===== config.mk =====
export PLATFORM = sky130hd
export DESIGN_NAME = mem_top
export DESIGN_NICKNAME = d
export VERILOG_FILES = /design/src/hw/mem_pkg.sv /design/src/hw/tlb_lookup.sv /design/src/hw/mem_csr.sv /design/src/hw/mem1_stage.sv /design/src/hw/mem_top.sv
export SDC_FILE = /design/constraint.sdc
export NUM_CORES = 1
export LEC_CHECK = 0
export CORE_MARGIN = 2
export CORE_UTILIZATION = 65
export CTS_BUF_LIST = sky130_fd_sc_hd__clkbuf_16
export CTS_CLUSTER_SIZE = 24
export DETAILED_ROUTE_END_ITERATION = 8
export DONT_BUFFER_PORTS = 1
export PLACE_DENSITY = 0.81
export SLEW_MARGIN = 20
export SYNTH_ARGS = -nofsm -noshare
export SYNTH_HDL_FRONTEND = slang
export SYNTH_SLANG_ARGS = --single-unit

===== constraint.sdc =====
create_clock -name clk -period 7.95 [get_ports clk]
set_input_delay 0.3975 -clock clk [delete_from_list [all_inputs] [get_ports clk]]
set_output_delay 0.3975 -clock clk [all_outputs]
set_load 0.01 [all_outputs]

===== src/hw/mem_pkg.sv =====
package mem_pkg;

    typedef logic [31:0] word_t;
    typedef logic [19:0] vpn_t;
    typedef logic [19:0] ppn_t;
    typedef logic [4:0]  reg_addr_t;
    // 0 is the most privileged level
    typedef logic [1:0]  plv_t;
    typedef logic [2:0]  acc_type_t;
    typedef logic [6:0]  excp_flags_t;

    // Access size encoding for rd_type and wr_type
    localparam acc_type_t ACC_BYTE = 3'd0;
    localparam acc_type_t ACC_HALF = 3'd1;
    localparam acc_type_t ACC_WORD = 3'd2;

    // Bit positions in excp_flags_t
    localparam int EXCP_PIL  = 6;
    localparam int EXCP_PIS  = 5;
    localparam int EXCP_PPI  = 4;
    localparam int EXCP_PME  = 3;
    localparam int EXCP_TLBR = 2;
    localparam int EXCP_ADEM = 1;
    localparam int EXCP_UP   = 0;

    typedef enum logic [3:0] {
        NOP,
        LD_B,
        LD_BU,
        LD_H,
        LD_HU,
        LD_W,
        ST_B,
        ST_H,
        ST_W,
        LL,
        SC
    } mem_op_t;

    typedef struct packed {
        logic exists;
        vpn_t vpn;
        ppn_t ppn;
        logic v;
        logic d;
        plv_t plv;
    } tlb_entry_t;

    typedef struct packed {
        logic found;
        ppn_t ppn;
        logic v;
        logic d;
        plv_t plv;
    } tlb_result_t;

    typedef struct packed {
        plv_t plv;
        logic trans_en;
    } mem_csr_t;

    typedef struct packed {
        logic      valid;
        mem_op_t   op;
        word_t     vaddr;
        word_t     store_data;
        logic      wreg;
        reg_addr_t waddr;
        word_t     wdata;
        logic      excp_in;
    } ex_mem_t;

    typedef struct packed {
        logic       ce;
        logic       we;
        word_t      addr;
        logic [3:0] sel;
        acc_type_t  rd_type;
        acc_type_t  wr_type;
        word_t      data;
    } dcache_req_t;

    typedef struct packed {
        logic        valid;
        mem_op_t     op;
        excp_flags_t excp;
        word_t       paddr;
        logic        mem_access_valid;
        logic        wreg;
        reg_addr_t   waddr;
        word_t       wdata;
        logic        ll_we;
        logic        ll_value;
    } mem1_mem2_t;

    typedef struct packed {
        logic      wreg;
        logic      data_ready;
        reg_addr_t waddr;
        word_t     wdata;
    } fwd_t;

endpackage


===== src/hw/tlb_lookup.sv =====
`timescale 1ns/1ps

module tlb_lookup #(
    parameter int TLB_ENTRIES = 8
) (
    input  logic                           clk,
    input  logic                           rst,

    // Write port
    input  logic                           we_i,
    input  logic [$clog2(TLB_ENTRIES)-1:0] idx_i,
    input  mem_pkg::tlb_entry_t            entry_i,

    // Lookup port
    input  mem_pkg::vpn_t                  vpn_i,
    output mem_pkg::tlb_result_t           result_o
);

    import mem_pkg::*;

    tlb_entry_t             entries [TLB_ENTRIES];
    logic [TLB_ENTRIES-1:0] hit;

    // Reset marks every entry as not existing
    always_ff @(posedge clk) begin
        if (rst) begin
            for (int i = 0; i < TLB_ENTRIES; i++) begin
                entries[i].exists <= 1'b0;
            end
        end else if (we_i) begin
            entries[idx_i] <= entry_i;
        end
    end

    // Parallel compare of every entry
    always_comb begin
        for (int i = 0; i < TLB_ENTRIES; i++) begin
            hit[i] = entries[i].exists && (entries[i].vpn == vpn_i);
        end
    end

    // Walk down so the lowest matching index is the one left standing
    always_comb begin
        result_o = '0;
        for (int i = TLB_ENTRIES - 1; i >= 0; i--) begin
            if (hit[i]) begin
                result_o.found = 1'b1;
                result_o.ppn   = entries[i].ppn;
                result_o.v     = entries[i].v;
                result_o.d     = entries[i].d;
                result_o.plv   = entries[i].plv;
            end
        end
    end

endmodule


===== src/hw/mem_csr.sv =====
`timescale 1ns/1ps

module mem_csr (
    input  logic              clk,
    input  logic              rst,

    // Configuration write port
    input  logic              csr_we_i,
    input  mem_pkg::mem_csr_t csr_i,

    // Link bit update from the stage
    input  logic              ll_wr_i,
    input  logic              ll_value_i,

    output mem_pkg::mem_csr_t csr_o,
    output logic              llbit_o
);

    import mem_pkg::*;

    mem_csr_t csr_q;
    logic     llbit_q;

    // Privilege level and translation enable
    always_ff @(posedge clk) begin
        if (rst) begin
            csr_q <= '0;
        end else if (csr_we_i) begin
            csr_q <= csr_i;
        end
    end

    // Link bit is set by LL and cleared by a successful SC
    always_ff @(posedge clk) begin
        if (rst) begin
            llbit_q <= 1'b0;
        end else if (ll_wr_i) begin
            llbit_q <= ll_value_i;
        end
    end

    assign csr_o   = csr_q;
    assign llbit_o = llbit_q;

endmodule


===== src/hw/mem1_stage.sv =====
`timescale 1ns/1ps

module mem1_stage (
    input  logic                 clk,
    input  logic                 rst,

    // Pipeline control
    input  logic                 flush_i,
    input  logic                 advance_i,
    output logic                 advance_ready_o,

    input  mem_pkg::ex_mem_t     ex_i,

    // TLB
    output mem_pkg::vpn_t        vpn_o,
    input  mem_pkg::tlb_result_t tlb_i,

    input  mem_pkg::mem_csr_t    csr_i,
    input  logic                 llbit_i,

    // Data cache
    output mem_pkg::dcache_req_t dcache_req_o,
    input  logic                 dcache_ready_i,
    input  logic                 dcache_ack_i,

    output mem_pkg::fwd_t        fwd_o,

    // Link bit write
    output logic                 ll_wr_o,
    output logic                 ll_value_o,

    output mem_pkg::mem1_mem2_t  mem2_o
);

    import mem_pkg::*;

    logic        is_load;
    logic        is_store;
    logic        access_mem;
    logic        check;
    logic        mem_access_valid;
    logic        need_cache;
    word_t       paddr;
    logic [1:0]  off;
    excp_flags_t excp;
    logic [3:0]  sel;
    acc_type_t   acc_type;
    word_t       st_data;
    mem1_mem2_t  mem2_d;

    assign is_load    = ex_i.op inside {LD_B, LD_BU, LD_H, LD_HU, LD_W, LL};
    assign is_store   = ex_i.op inside {ST_B, ST_H, ST_W, SC};
    assign access_mem = is_load | is_store;

    assign vpn_o = ex_i.vaddr[31:12];
    assign paddr = csr_i.trans_en ? {tlb_i.ppn, ex_i.vaddr[11:0]} : ex_i.vaddr;
    assign off   = paddr[1:0];

    // Exception checks only apply to mapped memory accesses
    assign check = csr_i.trans_en & access_mem;

    always_comb begin
        excp            = '0;
        excp[EXCP_TLBR] = check && !tlb_i.found;
        excp[EXCP_ADEM] = check && (csr_i.plv == 2'd3) && ex_i.vaddr[31];
        excp[EXCP_PIL]  = check && is_load && !tlb_i.v;
        excp[EXCP_PIS]  = check && is_store && !tlb_i.v;
        excp[EXCP_PPI]  = check && tlb_i.v && (csr_i.plv > tlb_i.plv);
        excp[EXCP_PME]  = check && is_store && tlb_i.v && (csr_i.plv <= tlb_i.plv) && !tlb_i.d;
        excp[EXCP_UP]   = ex_i.excp_in;
    end

    assign mem_access_valid = ex_i.valid && (excp == '0);

    // SC with the link bit clear never touches the cache
    assign need_cache = mem_access_valid && access_mem && !((ex_i.op == SC) && !llbit_i);

    // Byte lanes, size and lane aligned store data
    always_comb begin
        sel      = 4'b1111;
        acc_type = ACC_WORD;
        st_data  = ex_i.store_data;
        case (ex_i.op)
            LD_B, LD_BU, ST_B: begin
                sel      = 4'b0001 << off;
                acc_type = ACC_BYTE;
                st_data  = {24'b0, ex_i.store_data[7:0]} << {off, 3'b000};
            end
            LD_H, LD_HU, ST_H: begin
                sel      = 4'b0011 << off;
                acc_type = ACC_HALF;
                st_data  = {16'b0, ex_i.store_data[15:0]} << {off, 3'b000};
            end
            default: begin
            end
        endcase
    end

    always_comb begin
        dcache_req_o = '0;
        if (need_cache && dcache_ready_i) begin
            dcache_req_o.ce   = 1'b1;
            dcache_req_o.addr = paddr;
            dcache_req_o.sel  = sel;
            if (is_store) begin
                dcache_req_o.we      = 1'b1;
                dcache_req_o.wr_type = acc_type;
                dcache_req_o.data    = st_data;
            end else begin
                dcache_req_o.rd_type = acc_type;
            end
        end
    end

    // Hold the pipeline until the cache acknowledges
    assign advance_ready_o = need_cache ? dcache_ack_i : 1'b1;

    // Next stage payload with the LL/SC outcome
    always_comb begin
        mem2_d.valid            = ex_i.valid;
        mem2_d.op               = ex_i.op;
        mem2_d.excp             = excp;
        mem2_d.paddr            = paddr;
        mem2_d.mem_access_valid = mem_access_valid;
        mem2_d.wreg             = ex_i.wreg;
        mem2_d.waddr            = ex_i.waddr;
        mem2_d.wdata            = ex_i.wdata;
        mem2_d.ll_we            = 1'b0;
        mem2_d.ll_value         = 1'b0;
        if (mem_access_valid) begin
            if (ex_i.op == LL) begin
                mem2_d.ll_we    = 1'b1;
                mem2_d.ll_value = 1'b1;
            end else if (ex_i.op == SC) begin
                // SC reports success in its destination
                mem2_d.wreg  = 1'b1;
                mem2_d.wdata = {31'b0, llbit_i};
                mem2_d.ll_we = llbit_i;
            end
        end
    end

    assign fwd_o.wreg       = mem2_d.wreg;
    assign fwd_o.data_ready = !is_load;
    assign fwd_o.waddr      = mem2_d.waddr;
    assign fwd_o.wdata      = mem2_d.wdata;

    // Link update only on the edge that loads the output register
    assign ll_wr_o    = mem2_d.ll_we && advance_i && !flush_i;
    assign ll_value_o = mem2_d.ll_value;

    always_ff @(posedge clk) begin
        if (rst || flush_i) begin
            mem2_o <= '0;
        end else if (advance_i) begin
            mem2_o <= mem2_d;
        end
    end

endmodule


===== src/hw/mem_top.sv =====
`timescale 1ns/1ps

module mem_top #(
    parameter int TLB_ENTRIES = 8
) (
    input  logic                           clk,
    input  logic                           rst,

    input  logic                           advance_i,
    input  logic                           flush_i,
    output logic                           advance_ready_o,

    input  mem_pkg::ex_mem_t               ex_i,

    // TLB fill
    input  logic                           tlb_we_i,
    input  logic [$clog2(TLB_ENTRIES)-1:0] tlb_idx_i,
    input  mem_pkg::tlb_entry_t            tlb_entry_i,

    // Configuration write
    input  logic                           csr_we_i,
    input  mem_pkg::mem_csr_t              csr_i,

    // Data cache
    output mem_pkg::dcache_req_t           dcache_req_o,
    input  logic                           dcache_ready_i,
    input  logic                           dcache_ack_i,

    output mem_pkg::fwd_t                  fwd_o,
    output mem_pkg::mem1_mem2_t            mem2_o
);

    import mem_pkg::*;

    vpn_t        vpn;
    tlb_result_t tlb_result;
    mem_csr_t    csr;
    logic        llbit;
    logic        ll_wr;
    logic        ll_value;

    tlb_lookup #(
        .TLB_ENTRIES(TLB_ENTRIES)
    ) i_tlb (
        .clk      (clk),
        .rst      (rst),
        .we_i     (tlb_we_i),
        .idx_i    (tlb_idx_i),
        .entry_i  (tlb_entry_i),
        .vpn_i    (vpn),
        .result_o (tlb_result)
    );

    mem_csr i_csr (
        .clk        (clk),
        .rst        (rst),
        .csr_we_i   (csr_we_i),
        .csr_i      (csr_i),
        .ll_wr_i    (ll_wr),
        .ll_value_i (ll_value),
        .csr_o      (csr),
        .llbit_o    (llbit)
    );

    mem1_stage i_mem1 (
        .clk             (clk),
        .rst             (rst),
        .flush_i         (flush_i),
        .advance_i       (advance_i),
        .advance_ready_o (advance_ready_o),
        .ex_i            (ex_i),
        .vpn_o           (vpn),
        .tlb_i           (tlb_result),
        .csr_i           (csr),
        .llbit_i         (llbit),
        .dcache_req_o    (dcache_req_o),
        .dcache_ready_i  (dcache_ready_i),
        .dcache_ack_i    (dcache_ack_i),
        .fwd_o           (fwd_o),
        .ll_wr_o         (ll_wr),
        .ll_value_o      (ll_value),
        .mem2_o          (mem2_o)
    );

endmodule


**Word-level counts from Yosys, hierarchy flattened**

Memories as Yosys holds them, arrays and structs flattened.
Cells that the tools add are included.

- Flip-flop bits (word level): 89
- Bits in writable memories: 360
- Output and inout bits: 201
- Memories: 1

- $lt $le $gt $ge: 2
- Eq/ne operators: 19
- Shift-type cells: 4
- Multiplexer cells: 33
- Bitwise operators: 2
- Reductions and logical operators: 41

Memories:

| name | depth | width | rd ports | clocked after Yosys merged registers in | wr ports | RTL line | text |
|---|---|---|---|---|---|---|---|
| i_tlb.entries | 8 | 45 | 8 | 0 | 8 | tlb_lookup.sv:21 | `tlb_entry_t entries [TLB_ENTRIES];` |

Operator list:

| kind | number |
|---|---|
| 25-bit 2-to-1 mux | 8 |
| 20-bit equality test | 8 |
| 76-bit 2-to-1 mux | 1 |
| 34-bit 2-to-1 mux | 2 |
| 32-bit 2-to-1 mux | 2 |
| 32-bit one-hot mux with 2 select lines | 1 |
| 45-bit 2-to-1 mux | 1 |
| 45-bit OR reduction | 1 |
| 33-bit 2-to-1 mux | 1 |
| 16-bit by 5-bit << shifter with 32-bit output | 1 |
| 8-bit by 5-bit << shifter with 32-bit output | 1 |
| 1-bit logical AND | 27 |
| 4-bit by 3-bit equality test with 1-bit output (second input constant) | 4 |
| 4-bit equality test (second input constant) | 3 |
| 1-bit 2-to-1 mux | 12 |
| 4-bit by 2-bit equality test with 1-bit output (second input constant) | 2 |
| 4-bit one-hot mux with 2 select lines | 1 |
| 1-bit zero test | 7 |
| 7-bit zero test | 1 |
| 6-bit nonzero test | 1 |
| 3-bit OR reduction | 2 |
| 4-bit by 1-bit equality test with 1-bit output (second input constant) | 1 |
| 2-bit 2-to-1 mux | 2 |
| 2-bit one-hot mux with 2 select lines | 1 |
| other kinds (10) | 10 |

**Depth between registers and ports, before layout**

An unclocked memory read counts as a cell.

- Depth in word-level cells: 20
- Gate-level depth with buffers: 25

**Modules after synthesis**

Synthesis repeated with hierarchy kept, for this count alone.

- Cell total of the unflattened synthesis: 1632
- Area, all modules: 20283.2 µm²

By module, submodules not included:

| module | instances | cells an instance | area an instance (µm²) | seq. area each (µm²) |
|---|---|---|---|---|
| tlb_lookup | 1 | 965 | 15130.8 | 10810.4 |
| mem1_stage | 1 | 655 | 5017.3 | 1701.6 |
| mem_csr | 1 | 12 | 135.1 | 80.1 |

**Worst setup path after synthesis**

Ideal clock, no wire load.

- Path type: input -> output
- Start: input port ex_i[97] in the netlist's numbering
- End: output port dcache_req_o[65] in the netlist's numbering
- Arrival: 4.339 ns
- Data required time: 7.553 ns
- Slack: 3.214 ns
- Stages on the path: 24
- Path buffers: 5
- Cell sequence: buf_2 > xnor2_1 > nand4_1 > nor3_1 > and2_1 > clkbuf_1 > nor2_1 > clkbuf_1 > a22oi_1 > o21ai_0 > mux2_2 > mux2i_1 > o21a_1 > ha_1 > a21oi_1 > a21oi_1 > nand3b_1 > a211o_1 > a2111o_1 > nor3b_4 > and2_1 > buf_4 > buf_4 > and2_1

RTL lines:

| what | RTL line | text |
|---|---|---|
| start, declared | mem_top.sv:13 | `input mem_pkg::ex_mem_t ex_i,` |
| end, declared | mem_top.sv:25 | `output mem_pkg::dcache_req_t dcache_req_o,` |

==> results.txt <==
The post-detailed-route count of antenna-violating nets came out at 0. Along the worst path, the maximum fanout reaches 62. The post-synthesis instance area came out at between 20,000 and 25,000 um2. Entering global routing, the biggest net connects 63 pins. The final number of setup-violating endpoints came out at 0. The count of endpoints failing hold in the final timing report came out at 0. In this run the horizontal extent of the chip is ~180 um. Clock-pin slew was measured on the worst setup and hold paths at 0.06 ns.

The final critical path takes up just over 80% of the cycle. STA classifies the critical path startpoint as a flop. Compared with the post-synthesis result, the final layout area differs by 10.9%. The filler cells instantiated in the layout total 1,949.

STA classifies the critical path endpoint as an output port. The Yosys step of the flow raised 0 warnings. Leaving out fill and tap cells, the most frequent cell in the layout is sky130_fd_sc_hd__edfxtp_1. The final route contains approximately 14,000 vias.

The number of gates resized after CTS was 0. The slowest stage of the critical path is the sky130_fd_sc_hd__nand2_2 cell. Counting flops and latches in the post-synthesis netlist gives 449.

The routed wire length is 57,700 um. Cells with a size suffix above 1 make up under 10% of the layout. The floorplan step defined a die boundary enclosing 32,300 um2.

The number of antenna violations at the first check in global routing is 4. The overall fraction of global-route tracks in use is between 30% and 40%. The transition time at the pin with the least slew margin came out at between 1 and 1.5 ns. Pin placement for this block handled 368 I/O pins.

After routing the design area is between 20,000 and 25,000 um2. The DRC marker count from the first detailed-route iteration is between 1,500 and 2,000. The count of input and output buffers came out at 0.

The share of the synthesized area in the top cell type is a little over half. The post-layout net count is approximately 1,800. For this run, the detailed router's first-pass iteration total came to 5.

The maximum number of buffers from clock root to sink came out at 3. In the post-synthesis netlist, the biggest area contributors are sky130_fd_sc_hd__edfxtp_1, sky130_fd_sc_hd__dfxtp_1, sky130_fd_sc_hd__xnor2_1. The number of max-slew violations in the final report came out at 0. The number of synthesized flops with an enable pin is 360. The critical path is of the flop to output port type. The worst endpoint data arrival time came out at 6.12 ns. The share of the yosys chip area belonging to registers came out at about 63%.

The buffer type at the clock tree root is sky130_fd_sc_hd__clkbuf_16. The average cell area after synthesis came out at 12.3 um2. The residual overflow from global routing is 0. The fmax is approximately 0.15 GHz. Setup repair after global routing left no endpoint under its margin. The type of the most critical hold path is input port to flop. The time the worst path needs with I/O delays and setup came out at between 6 and 7 ns. The first-pass GRT wire length is around 85,000 um. The HPWL after detailed placement came out at between 30,000 and 40,000 um. The most numerous cell on the critical path is sky130_fd_sc_hd__buf_4. In this run the tightest slew margin relative to its limit is 30.6%. The site row count is 64.

The weighted congestion reported at the end of routability-driven placement is between 1 and 1.5. Clock latency on the worst-skew pair, taken at its later pin, is 0.56 ns. CTS saw 449 sinks. The maximum cell stage delay along the critical path came out at a little under 0.7 ns. The power per unit of standard cell area came out at 222 nW/um2.

In this run the vertical extent of the chip is around 180 um. Among all flip-flop cells after synthesis, the most frequent one is sky130_fd_sc_hd__edfxtp_1. TritonCTS built the clock tree. The total number of H-tree levels came out at 2. The length in cells of the worst reg-to-reg path is 22.

The library cells used most frequently in the layout, excluding fill and tap cells, are sky130_fd_sc_hd__edfxtp_1, sky130_fd_sc_hd__nor2_1, sky130_fd_sc_hd__xnor2_1. The share of flip-flops with an asynchronous set or reset came out at 0%. The reported leakage power is roughly 7.7 nW. The number of buffers inserted to repair setup after CTS is 0.

The average wire length per cell after detail routing came out at ~28 um. After detailed routing, the number of vias per cell comes to 6.66. The number of design rule violations left after detail routing came out at 0.

The largest total area in the synthesized netlist belongs to sky130_fd_sc_hd__edfxtp_1. The number of distinct standard cells referenced by the synthesized netlist came out at 66. The cell area after placement came out at 20,000 um2. STA puts the critical path data required time at between 7 and 8 ns. The largest voltage drop on the vdd net is 0.213 mV.

For the final routed database, the setup TNS stands at 0 ns. The flow ran to the end, and the final reports show no timing, DRC or antenna violations. In this run the standard cell core region covers around 31,000 um2. The number of global-route vias before repair is around 13,000. Between clock sinks in the finished design, the worst skew comes to around 0.022 ns. The initial standard-cell utilization of the core came out at 65.7%. The synthesized instance count came out at roughly 1,600. The hold-critical path depth is 2. The max capacitance violation total came out at 0. Traced cell by cell, the critical path runs through xnor2_1 > nand4_1 > nor3_1 > and2_1 > buf_4 > nor2_1 > buf_4 > a22oi_1 > o21ai_0 > mux2_2 > mux2i_1 > o21a_1 > ha_1 > a21oi_1 > a21oi_1 > nand3b_1 > a211o_1 > a2111o_1 > nor3b_4 > buf_4 > nand2_2 > and2_1. In this run, CTS created clock tree buffers numbering 44.
==> worst max-delay path: cells and delay by family, from the launching register on <==
kind                       cells  cell delay [ns]
buffers and inverters          3             0.83
muxes                          2             0.43
AOI/OAI and AO/OA              7             1.24
xor gates and xnor gates       1             0.33
and+or+nand+nor                8             2.07
adders and majority gates      1             0.23
DFF                            1             0.41
==> metrics by stage <==
| stage | power [W] | cells | util (%) | worst slack [ns] | hold slack, ns |
|---|---|---|---|---|---|
| after floorplan | 0.00288 | 1631 | - | 3.21 | 0.478 |
| final | 0.00493 | 2066 | 72.8 | 1.43 | 0.00337 |
| after detailed placement | 0.00291 | 1904 | 65.7 | 2.00 | 0.478 |
| after CTS | 0.00493 | 2060 | 72.8 | 1.42 | 0.00101 |
| after global routing | 0.00504 | 2063 | 72.8 | 1.08 | 0.000442 |
| after global placement | 0.00290 | 1904 | 65.7 | 2.17 | 0.477 |
==> flip-flops by register name, summed over array words and instances (netlist names) <==
signal	flops
i_tlb.entries	360
i_csr.csr_o	3
i_csr.llbit_o	1
i_mem1.mem2_o	85
==> cells by family (layout without fill, tap and decap cells) <==
family          Yosys count  count (layout)  synth area share (%)
simple gates            503             503                  13.3
flops                   449             449                  62.8
compound gates          294             294                  9.82
buf+inv                 164             197                  4.05
xor+xnor                162             162                  7.08
mux                      55              55                  2.76
fa+ha+maj                 2               2                 0.125
other cells               1               8                0.0187
==> cell usage after synthesis (20+ instances only) <==
| cell type | number |
|---|---|
| sky130_fd_sc_hd__a31o_2 | 31 |
| sky130_fd_sc_hd__o211ai_1 | 22 |
| sky130_fd_sc_hd__xnor2_1 | 115 |
| sky130_fd_sc_hd__a21oi_1 | 54 |
| sky130_fd_sc_hd__buf_4 | 44 |
| sky130_fd_sc_hd__buf_2 | 24 |
| sky130_fd_sc_hd__xor2_1 | 47 |
| sky130_fd_sc_hd__dfxtp_1 | 89 |
| sky130_fd_sc_hd__o21a_1 | 22 |
| sky130_fd_sc_hd__and3_1 | 56 |
| sky130_fd_sc_hd__a22oi_1 | 20 |
| sky130_fd_sc_hd__nand2_1 | 81 |
| sky130_fd_sc_hd__a22o_1 | 40 |
| sky130_fd_sc_hd__clkbuf_1 | 75 |
| sky130_fd_sc_hd__nand3_1 | 37 |
| sky130_fd_sc_hd__edfxtp_1 | 360 |
| sky130_fd_sc_hd__nor2_1 | 133 |
| sky130_fd_sc_hd__o21ai_0 | 84 |
| sky130_fd_sc_hd__mux2i_1 | 53 |
| sky130_fd_sc_hd__nand4_1 | 38 |
| sky130_fd_sc_hd__and2_1 | 64 |
==> metal layers <==
layer / routed length [um] / global-route usage, %
met4: 3290 / 17.7
met5: 10 / 0
met1: 20700 / 45.2
met2: 27500 / 57.2
met3: 6140 / 6.22
==> worst paths after layout <==
path	from	to	slack (ns)
worst max register to register	i_tlb.entries[6][41]	i_mem1.mem2_o[27]	2.38
worst min-delay path	csr_i[0]	i_csr.csr_o[0]	0.003
worst min register to register	i_csr.csr_o[1]	i_csr.csr_o[1]	0.55
worst max-delay path	i_tlb.entries[6][41]	fwd_o[5]	1.43
==> layout make-up <==
cell class / instances / area [um2] / area share [%]
diodes: 6 / 15.0 / 0.0676
clock buffers: 45 / 1130 / 5.07
clock inverters: 34 / 254 / 1.14
inverters: 16 / 60.1 / 0.270
multi-input cells: 1018 / 6720 / 30.2
flip-flops and latches: 449 / 12600 / 56.7
well taps: 396 / 495 / 2.23
repair buffers: 102 / 958 / 4.31
==> report_power, final <==
part	switching (W)	internal (W)
Clock	0.000874	0.00113
Sequential	0.0000351	0.00259
Combinational	0.000180	0.000120
==> repair_timing <==
item	CTS	global route
hold endpoints to repair	388	0
hold buffers	77	0
endpoints found under the setup margin	0	0
Power figures use the tool's default switching activity.
